**src/source/dma_params.svh**
```systemverilog
`ifndef DMA_PARAMS_SVH
`define DMA_PARAMS_SVH

// Lane geometry and bus sizes
`define DMA_NUM_LANES       4
`define DMA_LANE_WIDTH      16
`define DMA_LANE_ADDR_WIDTH 8
`define DMA_BUS_ADDR_WIDTH  32
`define DMA_BUS_WIDTH       (`DMA_NUM_LANES * `DMA_LANE_WIDTH)
`define DMA_BEAT_BYTES      (`DMA_BUS_WIDTH / 8)
`define DMA_BANK_DEPTH      256

// Register map, byte offsets on the AXI4-Lite port
`define DMA_REG_MEM_ADDR    8'h00
`define DMA_REG_LANE_ADDR   8'h04
`define DMA_REG_NUM_BYTES   8'h08
`define DMA_REG_CTRL        8'h0C
`define DMA_REG_STATUS      8'h10

`endif

```
**src/source/dma_pkg.sv**
```systemverilog
`include "dma_params.svh"

package dma_pkg;

  // ========================================
  // Vector types
  // ========================================
  typedef logic [`DMA_BUS_ADDR_WIDTH-1:0]  bus_addr_t;
  typedef logic [`DMA_LANE_ADDR_WIDTH-1:0] lane_addr_t;
  typedef logic [15:0]                     byte_count_t;
  typedef logic [`DMA_LANE_WIDTH-1:0]      lane_word_t;
  typedef logic [`DMA_BUS_WIDTH-1:0]       bus_word_t;
  typedef logic [7:0]                      cmd_count_t;

  // ========================================
  // Command and request bundles
  // ========================================
  typedef struct packed {
    bus_addr_t   mem_addr;
    lane_addr_t  lane_addr;
    byte_count_t num_bytes;
    // Set for lanes to memory
    logic        store;
  } dma_cmd_t;

  typedef struct packed {
    bus_addr_t                   address;
    bus_word_t                   writedata;
    logic [`DMA_BEAT_BYTES-1:0]  byteen;
    logic                        en;
    logic                        wren;
  } dbus_req_t;

  // One address for all banks, each bank takes its own slice of wrdata
  typedef struct packed {
    lane_addr_t addr;
    logic       wren;
    logic       rden;
    bus_word_t  wrdata;
  } lane_req_t;

  typedef enum logic [2:0] {
    IDLE,
    LOAD_REQ,
    READ_WAIT,
    LOAD_DATA,
    UPDATE_RD,
    STORE_REQ,
    WRITE_WAIT,
    UPDATE_WR
  } dma_state_e;

endpackage

```
**src/source/dma_status.sv**
```systemverilog
`timescale 1ns/10ps

module dma_status (
  input  logic                clk,
  input  logic                resetn,
  input  logic                cmd_done,
  input  logic                done_clear,
  output logic                done,
  output dma_pkg::cmd_count_t cmd_count,
  output logic                irq
);

  // ========================================
  // Sticky done flag and command counter
  // ========================================
  always_ff @(posedge clk) begin
    if (!resetn) begin
      done      <= 1'b0;
      cmd_count <= '0;
    end else begin
      // A completion in the same cycle as a clear keeps done set
      if (cmd_done) begin
        done      <= 1'b1;
        cmd_count <= cmd_count + 1'b1;
      end else if (done_clear) begin
        done <= 1'b0;
      end
    end
  end

  // The interrupt is level, it stays up until software clears done
  assign irq = done;

endmodule

```
**config.mk**
```make
export PLATFORM = sky130hd
export DESIGN_NAME = dma_status
export DESIGN_NICKNAME = d
export VERILOG_FILES = /design/src/source/dma_pkg.sv /design/src/source/dma_status.sv
export VERILOG_INCLUDE_DIRS = /design/src /design/src/source
export SDC_FILE = /design/constraint.sdc
export NUM_CORES = 1
export LEC_CHECK = 0
export BUFFER_PORTS_ARGS = -buffer_cell sky130_fd_sc_hd__buf_2
export CAP_MARGIN = 20
export CORE_AREA = 2 2 39 41
export CTS_CLUSTER_SIZE = 25
export DETAILED_ROUTE_END_ITERATION = 10
export DIE_AREA = 0 0 41 43
export PLACE_DENSITY = 0.57
export SKIP_LAST_GASP = 1
export SLEW_MARGIN = 20
export SYNTH_ARGS = -nofsm -noshare
export SYNTH_HDL_FRONTEND = slang
export SYNTH_SLANG_ARGS = --single-unit
```
**constraint.sdc**
```tcl
create_clock -name clk -period 1.9 [get_ports clk]
set_clock_uncertainty 0.15 [all_clocks]
set_input_delay 0.38 -clock clk [delete_from_list [all_inputs] [get_ports clk]]
set_output_delay 0.38 -clock clk [all_outputs]
set_load 0.05 [all_outputs]
```
==> flow_metrics.py <==
metrics = {
    "cts": {
        "cts_tree": "built",
        "clk_path_buf_depth": 2,
        "cts_buffers": 3,
        "insertion_delay_ps": 250,
        "htree_levels": 1,
        "cts_sinks": 9,
        "ctsHoldBuffers": 0,
        "cts_setup_buffers": 0,
        "root_buffer": "clkbuf_4",
        "ctsResizeCount": 0,
        "clk_pin_slew_ps": 60,
    },
    "setup_path": {
        "critPathBufInv": 1,
        "path_depth": 1,
        "cp_slowest_cell": "dfxtp_1",
        "cp.required_ps": 1370,
        "crit_path_end_kind": "output pin",
        "critPathKind": "register to output pin",
        "critPathLaunchType": "register",
        "critical_path.top_delay_family": "flip-flops",
        "critPathArrivalTime_ps": 990,
        "slowest_delay_ps": 430,
        "reg2reg_depth": 4,
        "crit_fanout": 5,
        "crit_path_cell_trace": "buf_2",
    },
    "layout": {
        "diodes": 0,
        "final_common_cell": "buf_2",
        "final_cells": 71,
        "fillCellCount": 155,
        "layout_common_cells": "buf_2 (13), dfxtp_1 (9), and2_1 (4)",
        "nNetsFinal": 61,
        "drive_above_1_share_pct": 30.9,
        "syn2layout_area_growth_pct": 24.3,
        "fin_util_pct": 35.6,
        "final_cell_area_um2": 493,
    },
    "sta": {
        "final.setup.worst_slack_ps": 384,
        "final-setup-viol-count": 0,
        "tns_ps": 0,
        "min_period_ps": 1520,
        "slew_headroom_pct": 83.5,
        "period_share_pct": 79.8,
        "hold_violations": 0,
        "rsz0062_at_grt": "false",
        "max_freq_ghz": 0.660,
        "worst_pin_slew_ps": 249,
        "slew_violations": 0,
        "hold_slack_ps": 273,
    },
    "power_and_ir_drop": {
        "leakage_nw": 0.224,
        "peakVddDrop_uv": 417,
        "p_per_area_nw_per_um2": 801,
        "p_total_mw": 0.395,
    },
    "synthesis": {
        "syn_inst": 40,
        "synth_area_um2": 397,
        "synth-seq-cells": 9,
        "ys.flop_type": "dfxtp_1",
        "synthArstFlopShare_pct": 0,
        "synth_edf_count": 0,
        "ys_types": 16,
        "syn-num-nets": 45,
        "avgSynthCellArea_um2": 9.92,
        "yosysWarnings": 0,
        "yosysSeqAreaShare_pct": 45.4,
    },
    "grt": {
        "overflow": 0,
        "grt_pass1_vias": 296,
        "antenna_found_initial": 0,
        "grt_max_degree": 10,
        "grtUsageTotal_pct": 10.5,
        "grt_pass1_wl_mm": 1.20,
    },
    "routing": {
        "drtPass1Iterations": 2,
        "detail-route-antenna-nets": 0,
        "wl_per_cell_um": 9.96,
        "routed_wl_um": 707,
        "routed_via_density": 4.54,
        "drc_errors": 0,
        "detailedRoute.firstIterationViolations": 3,
        "dr_total_vias": 322,
    },
    "place": {
        "place_inst": 67,
        "place_ws_ps": 466,
        "placed_area_um2": 467,
        "port_buffers": 13,
        "gp_congestion": 0.619,
        "hpwlAfterDp_um": 523,
    },
    "worst_hold_path": {
        "hold_class": "input pin to register",
        "hold_depth": 2,
    },
    "floorplanning": {
        "core_area_um2": 1380,
        "rows": 14,
        "io_pins": 14,
        "chipWidth_um": 41,
        "start_util_pct": 28.7,
        "die-area_um2": 1760,
        "die_y_um": 43,
    },
    "run_status": {
        "status": "completed",
    },
    "job": {
        "cap_violations": 0,
    },
}
[layer usage]
| layer | up-vias | wire [µm] | track usage, % |
|---|---|---|---|
| met3 | 2 | 30 | 6.28 |
| met4 | 0 | 12 | 6.00 |
| met5 | - | 0 | 0 |
| met1 | 142 | 341 | 11.9 |
| li1 | 169 | - | - |
| met2 | 9 | 322 | 14.4 |
[flip-flops by register name, summed over array words and instances, names as in the netlist]
signal	count
done	1
cmd_count	8
[area by class of cell]
class / instances / area, µm² / area share (%)
Timing Repair Buffer: 13 / 65.1 / 13.2
Tap cell: 16 / 20.0 / 4.06
Multi-Input combinational cell: 29 / 201 / 40.9
Sequential cell: 9 / 180 / 36.5
Clock buffer: 4 / 26.3 / 5.33
[report_power, final]
part	total (mW)	switching (mW)	internal, mW
Clock	0.140	0.0599	0.0805
Combinational	0.0535	0.0375	0.0160
Sequential	0.201	0.00623	0.195
[cell families (layout without fill, tap and decap cells)]
family / Yosys count / after routing / share of synthesized area (%)
AOI/OAI and AO/OA: 7 / 7 / 11.4
xor gates and xnor gates: 4 / 4 / 8.83
adders and majority gates: 1 / 1 / 3.15
buffers and inverters: 2 / 17 / 3.78
DFF: 9 / 9 / 45.4
muxes: 1 / 1 / 2.52
and+or+nand+nor: 16 / 16 / 24.9
[Yosys cell counts, types with 2 or more instances]
library cell	instances	area [µm²]
and2_1	4	25.0
nand2_1	2	7.51
o21ai_0	3	15.0
a21boi_1	3	22.5
dfxtp_1	9	180
or3_1	3	18.8
xnor2_1	3	26.3
nand3_1	2	10.0
buf_4	2	15.0
nand4_1	2	12.5
nor2b_1	2	12.5
[worst paths after layout]
| path | from | endpoint | slack, ps |
|---|---|---|---|
| setup / recovery | cmd_count[2]$_SDFFE_PN0P_ | cmd_count[2] | 380 |
| hold / removal | resetn | done$_SDFFE_PN0P_ | 270 |
| setup reg to reg | cmd_count[0]$_SDFFE_PN0P_ | cmd_count[6]$_SDFFE_PN0P_ | 470 |
| hold reg to reg | cmd_count[7]$_SDFFE_PN0P_ | cmd_count[7]$_SDFFE_PN0P_ | 340 |
Power figures use the tool's default switching activity.
