File: src/source/dma_params.svh
`ifndef DMA_PARAMS_SVH
`define DMA_PARAMS_SVH

// Lane geometry and bus sizes
`define DMA_NUM_LANES       4
`define DMA_LANE_WIDTH      16
`define DMA_LANE_ADDR_WIDTH 8
`define DMA_BUS_ADDR_WIDTH  32
`define DMA_BUS_WIDTH       (`DMA_NUM_LANES * `DMA_LANE_WIDTH)
`define DMA_BEAT_BYTES      (`DMA_BUS_WIDTH / 8)
`define DMA_BANK_DEPTH      256

// Register map, byte offsets on the AXI4-Lite port
`define DMA_REG_MEM_ADDR    8'h00
`define DMA_REG_LANE_ADDR   8'h04
`define DMA_REG_NUM_BYTES   8'h08
`define DMA_REG_CTRL        8'h0C
`define DMA_REG_STATUS      8'h10

`endif

File: src/source/dma_pkg.sv
`include "dma_params.svh"

package dma_pkg;

  // ========================================
  // Vector types
  // ========================================
  typedef logic [`DMA_BUS_ADDR_WIDTH-1:0]  bus_addr_t;
  typedef logic [`DMA_LANE_ADDR_WIDTH-1:0] lane_addr_t;
  typedef logic [15:0]                     byte_count_t;
  typedef logic [`DMA_LANE_WIDTH-1:0]      lane_word_t;
  typedef logic [`DMA_BUS_WIDTH-1:0]       bus_word_t;
  typedef logic [7:0]                      cmd_count_t;

  // ========================================
  // Command and request bundles
  // ========================================
  typedef struct packed {
    bus_addr_t   mem_addr;
    lane_addr_t  lane_addr;
    byte_count_t num_bytes;
    // Set for lanes to memory
    logic        store;
  } dma_cmd_t;

  typedef struct packed {
    bus_addr_t                   address;
    bus_word_t                   writedata;
    logic [`DMA_BEAT_BYTES-1:0]  byteen;
    logic                        en;
    logic                        wren;
  } dbus_req_t;

  // One address for all banks, each bank takes its own slice of wrdata
  typedef struct packed {
    lane_addr_t addr;
    logic       wren;
    logic       rden;
    bus_word_t  wrdata;
  } lane_req_t;

  typedef enum logic [2:0] {
    IDLE,
    LOAD_REQ,
    READ_WAIT,
    LOAD_DATA,
    UPDATE_RD,
    STORE_REQ,
    WRITE_WAIT,
    UPDATE_WR
  } dma_state_e;

endpackage

File: src/source/dma_csr.sv
`timescale 1ns/10ps
`include "dma_params.svh"

module dma_csr (
  input  logic                 clk,
  input  logic                 resetn,
  input  logic [7:0]           s_axil_awaddr,
  input  logic                 s_axil_awvalid,
  output logic                 s_axil_awready,
  input  logic [31:0]          s_axil_wdata,
  input  logic [3:0]           s_axil_wstrb,
  input  logic                 s_axil_wvalid,
  output logic                 s_axil_wready,
  output logic [1:0]           s_axil_bresp,
  output logic                 s_axil_bvalid,
  input  logic                 s_axil_bready,
  input  logic [7:0]           s_axil_araddr,
  input  logic                 s_axil_arvalid,
  output logic                 s_axil_arready,
  output logic [31:0]          s_axil_rdata,
  output logic [1:0]           s_axil_rresp,
  output logic                 s_axil_rvalid,
  input  logic                 s_axil_rready,
  input  logic                 busy,
  input  logic                 done,
  input  dma_pkg::cmd_count_t  cmd_count,
  output dma_pkg::dma_cmd_t    cmd,
  output logic                 cmd_start,
  output logic                 done_clear
);
  import dma_pkg::*;

  bus_addr_t   mem_addr_q;
  lane_addr_t  lane_addr_q;
  byte_count_t num_bytes_q;
  logic        store_q;
  logic        wr_fire;
  logic        rd_fire;
  logic        start_req;
  logic [31:0] status_word;

  function automatic logic [31:0] merge_strb(input logic [31:0] old_val,
                                             input logic [31:0] new_val,
                                             input logic [3:0]  strb);
    logic [31:0] merged;
    for (int b = 0; b < 4; b++) begin
      merged[8*b +: 8] = strb[b] ? new_val[8*b +: 8] : old_val[8*b +: 8];
    end
    return merged;
  endfunction

  // A channel stays closed while its response is still pending
  assign s_axil_awready = ~s_axil_bvalid;
  assign s_axil_wready  = ~s_axil_bvalid;
  assign s_axil_arready = ~s_axil_rvalid;

  assign wr_fire     = s_axil_awvalid && s_axil_wvalid && !s_axil_bvalid;
  assign rd_fire     = s_axil_arvalid && !s_axil_rvalid;
  assign start_req   = s_axil_wstrb[0] && s_axil_wdata[0];
  assign status_word = {16'b0, cmd_count, 6'b0, done, busy};

  assign cmd.mem_addr  = mem_addr_q;
  assign cmd.lane_addr = lane_addr_q;
  assign cmd.num_bytes = num_bytes_q;
  assign cmd.store     = store_q;

  // ========================================
  // Write path
  // ========================================
  always_ff @(posedge clk) begin
    if (!resetn) begin
      s_axil_bvalid <= 1'b0;
      cmd_start     <= 1'b0;
      done_clear    <= 1'b0;
      mem_addr_q    <= '0;
      lane_addr_q   <= '0;
      num_bytes_q   <= '0;
      store_q       <= 1'b0;
    end else begin
      cmd_start  <= 1'b0;
      done_clear <= 1'b0;
      if (s_axil_bvalid && s_axil_bready) begin
        s_axil_bvalid <= 1'b0;
      end
      if (wr_fire) begin
        s_axil_bvalid <= 1'b1;
        s_axil_bresp  <= 2'b00;
        case (s_axil_awaddr)
          `DMA_REG_MEM_ADDR: begin
            mem_addr_q <= merge_strb(mem_addr_q, s_axil_wdata, s_axil_wstrb);
          end
          `DMA_REG_LANE_ADDR: begin
            lane_addr_q <= lane_addr_t'(merge_strb(32'(lane_addr_q), s_axil_wdata,
                                                   s_axil_wstrb));
          end
          `DMA_REG_NUM_BYTES: begin
            num_bytes_q <= byte_count_t'(merge_strb(32'(num_bytes_q), s_axil_wdata,
                                                    s_axil_wstrb));
          end
          `DMA_REG_CTRL: begin
            // Only one command runs at a time
            if (start_req && busy) begin
              s_axil_bresp <= 2'b10;
            end else begin
              cmd_start <= start_req;
              if (s_axil_wstrb[0]) begin
                store_q <= s_axil_wdata[1];
              end
            end
          end
          `DMA_REG_STATUS: begin
            done_clear <= s_axil_wstrb[0] && s_axil_wdata[1];
          end
          default: begin
            s_axil_bresp <= 2'b10;
          end
        endcase
      end
    end
  end

  // ========================================
  // Read path
  // ========================================
  always_ff @(posedge clk) begin
    if (!resetn) begin
      s_axil_rvalid <= 1'b0;
    end else begin
      if (s_axil_rvalid && s_axil_rready) begin
        s_axil_rvalid <= 1'b0;
      end
      if (rd_fire) begin
        s_axil_rvalid <= 1'b1;
        s_axil_rresp  <= 2'b00;
        case (s_axil_araddr)
          `DMA_REG_MEM_ADDR:  s_axil_rdata <= mem_addr_q;
          `DMA_REG_LANE_ADDR: s_axil_rdata <= 32'(lane_addr_q);
          `DMA_REG_NUM_BYTES: s_axil_rdata <= 32'(num_bytes_q);
          `DMA_REG_CTRL:      s_axil_rdata <= {30'b0, store_q, 1'b0};
          `DMA_REG_STATUS:    s_axil_rdata <= status_word;
          default: begin
            s_axil_rdata <= '0;
            s_axil_rresp <= 2'b10;
          end
        endcase
      end
    end
  end

endmodule

File: config.mk
export PLATFORM = sky130hd
export DESIGN_NAME = dma_csr
export DESIGN_NICKNAME = d
export VERILOG_FILES = /design/src/source/dma_pkg.sv /design/src/source/dma_csr.sv
export VERILOG_INCLUDE_DIRS = /design/src /design/src/source
export SDC_FILE = /design/constraint.sdc
export NUM_CORES = 1
export LEC_CHECK = 0
export BUFFER_PORTS_ARGS = -buffer_cell sky130_fd_sc_hd__buf_2
export CAP_MARGIN = 20
export CORE_ASPECT_RATIO = 0.5
export CORE_MARGIN = 1
export CORE_UTILIZATION = 52
export DETAILED_ROUTE_END_ITERATION = 16
export GPL_ROUTABILITY_DRIVEN = 0
export PLACE_DENSITY = 0.86
export SLEW_MARGIN = 30
export SYNTH_ARGS = -nofsm -noshare
export SYNTH_HDL_FRONTEND = slang
export SYNTH_SLANG_ARGS = --single-unit
File: constraint.sdc
create_clock -name clk -period 4.93 [get_ports clk]
set_clock_uncertainty 0.2 [all_clocks]
set_input_delay 0.2465 -clock clk [delete_from_list [all_inputs] [get_ports clk]]
set_output_delay 0.2465 -clock clk [all_outputs]
set_load 0.01 [all_outputs]
==> out/summary.txt <==
Largest cells by area after synthesis - dfxtp_1, edfxtp_1, mux2i_1, nand2_1, a221o_1
Initial antenna violation count - 0
Nets@finish - 629
RSZ-0062 raised after global routing - no
Multi-input logic area - 0.00164 mm^2
Antenna Violating Nets Remaining - 0
Core ar. - 0.00743 mm^2
Switching Share - 20.6%
Final period utilization - 44.3%
Port Buffers - 166
Area Overhead vs Synth - 37.6%
Stages on worst setup path - 3
Vias per inst - 5.28
Power share of the clock group - 44.8%
Worst slew margin - 39.5%
Share of the synthesized area in the top cell type - 30.2%
Synthesized area - 0.00404 mm^2
Worst r2r path cells - 3
Slew @ Worst Pin - 0.908 ns
DRC viols - 0
Number of diodes - 0
EDFF count, synth - 34
HPWL Detailed - 6690 um
Avg Cell Area, Syn - 10.8 um^2
Most common cell in the netlist - nand2_1
Fin area - 0.00556 mm^2
FILL cells - 491
Clock slew at reported path FFs - 0.06 ns
Final core area utilization - 74.9%
CP max stage delay - 0.91 ns
Die H - 64.4 um
Post-CTS setup buffers - 0
CP bufs+invs - 2
Final Hold Slack - 0.0139 ns
Fmax - 457 MHz
CP Max Fanout - 94
Maxcap violations - 0
Seq. cell area - 0.00224 mm^2
Final cell count without fillers - 660
Full die area - 0.00815 mm^2
Gr usage total - 25.7%
Sequential share of power - 48.3%
Hold path depth - 3
Top delay family on crit path - simple AND/OR/NAND/NOR gates
I/O pin cnt - 169
CP max stage cell - and3_2
Ys flop type - dfxtp_1
Vias in the first global route - 3387
Clock Latency Late Sink - 0.34 ns
FF+latch count, synth - 95
Ratio of cells with drive above 1 in the final layout - 34.8%
Die width - 127 um
Most frequent cells after synthesis - nand2_1, dfxtp_1, mux2i_1
Syn Inst Count - 374
Pwr per Cell Area - 306 mW/mm^2
Inst Count DP - 615
CP Class - input port to flip-flop
Req. time, crit path - 4.69 ns
Seq/Total Area, Yosys - 55.4%
First-pass GRT wire length - 16100 um
DR WL/cell - 15.5 um
Startpoint Class - input port
Clock H-tree levels - 3
Largest net degree at the start of global routing - 95
DR iter-0 viols - 208
Largest area contributor in the synthesized netlist - dfxtp_1
CP endpoint kind - flip-flop
Outcome - complete, no violations
CTS tree - built
Final Hold Vio Count - 0
CTS Buf Count - 9
Initial Util - 54.4%
Synth Warn # - 0
Fin. max-slew vios - 0
Synth cell types - 34
Gr ovfl total - 0
Sw power - 0.351 mW
Hold crit path type - input port to flip-flop
Logic pwr share - 6.9%
Clk buf depth - 2
Min Tclk post-route - 2.19 ns
Arr. time, crit path - 1.95 ns
TritonCTS sink count - 95
DP Area - 0.00492 mm^2
Sum Neg Setup Slack - 0 ns
Peak VDD IR - 0.193 mV
Final WL - 10200 um
FP Rows - 22
Leak - 2.72 nW
# setup viols final - 0
CTS root buffer - clkbuf_16
DR vias - 3487
CP cell instances - buf_2, buf_4, and3_2
Pint - 1.35 mW
Asr flop ratio synth - 0%
Pre-antenna DRT Iters - 4
## flip-flops by register name, summed over array words and instances (netlist names)
signal and flops:
s_axil_rvalid 1, s_axil_rresp 1, num_bytes_q 16, s_axil_bresp 1, s_axil_bvalid 1, store_q 1, mem_addr_q 32, done_clear 1
lane_addr_q 8, s_axil_rdata 32, cmd_start 1
## final cells by class
class	count	share of cell area, %
clock inverter	1	0.157
multi-input combinational	239	29.4
timing repair buffer	198	20.7
inverter	17	1.15
clock buffer	14	6.09
sequential	95	40.3
tap	96	2.16
## metal layers
layer,up-vias,part of all wire (%),track usage (%)
met5,-,0,0
met4,0,3.1,14.3
met3,31,6.0,5.11
met2,136,51,46.3
met1,1641,40,29.2
li1,1679,-,-
## worst register-to-register path, delay by kind of cell, from the launching register on
family / cells / cell delay, ns
mux: 1 / 0.24
flops: 1 / 0.32
simple gates: 2 / 1.08
## power groups by stage
stage          clock network [mW]  registers [mW]  logic (mW)
6_report                    0.762           0.823       0.117
5_1_grt                     0.805           0.823       0.127
4_1_cts                     0.771           0.823       0.115
3_5_place_dp                    0           0.840      0.0957
3_3_place_gp                    0           0.840      0.0939
2_1_floorplan                   0           0.846      0.0398
## stage by stage
step	total power [mW]	worst slack, ns
2_1_floorplan	0.886	2.92
6_report	1.70	2.74
4_1_cts	1.71	2.75
3_5_place_dp	0.936	2.41
3_3_place_gp	0.934	2.41
5_1_grt	1.75	2.60
## cells in the final DEF, fill, tap and decap left out, types with 2 or more instances in the layout
| master | n |
|---|---|
| mux2i_1 | 58 |
| and3_1 | 2 |
| nand4_2 | 5 |
| clkbuf_16 | 13 |
| and3b_1 | 4 |
| nand4_1 | 2 |
| and2_1 | 17 |
| nor3_1 | 17 |
| dfxtp_1 | 61 |
| edfxtp_1 | 34 |
| and4_1 | 3 |
| nor4_4 | 2 |
| nor2_1 | 5 |
| dlygate4sd3_1 | 30 |
| buf_2 | 166 |
| conb_1 | 2 |
| inv_1 | 17 |
| nand2_1 | 90 |
| or4_1 | 2 |
| a221o_1 | 15 |
## what timing repair did
item,CTS,global route
hold endpoints to repair,34,0
setup endpoints to repair,0,0
resized for setup,0,0
hold buffers,30,0
## cell families after synthesis
family / share of synthesized area, %
DFF: 55.4
buffers and inverters: 4.36
and+or+nand+nor: 20.5
AOI/OAI and AO/OA: 4.70
other: 0.0927
muxes: 14.9
## final timing paths
| check | slack, ns | to | startpoint |
|---|---|---|---|
| worst min register to register | 0.27 | mem_addr_q[28] | mem_addr_q[28] |
| worst max register to register | 3.02 | mem_addr_q[25] | s_axil_bvalid |
| worst max-delay path | 2.74 | s_axil_rdata[25] | resetn |
| worst min-delay path | 0.01 | s_axil_bvalid | s_axil_bready |
No activity file was read; power rests on OpenSTA's default activity.
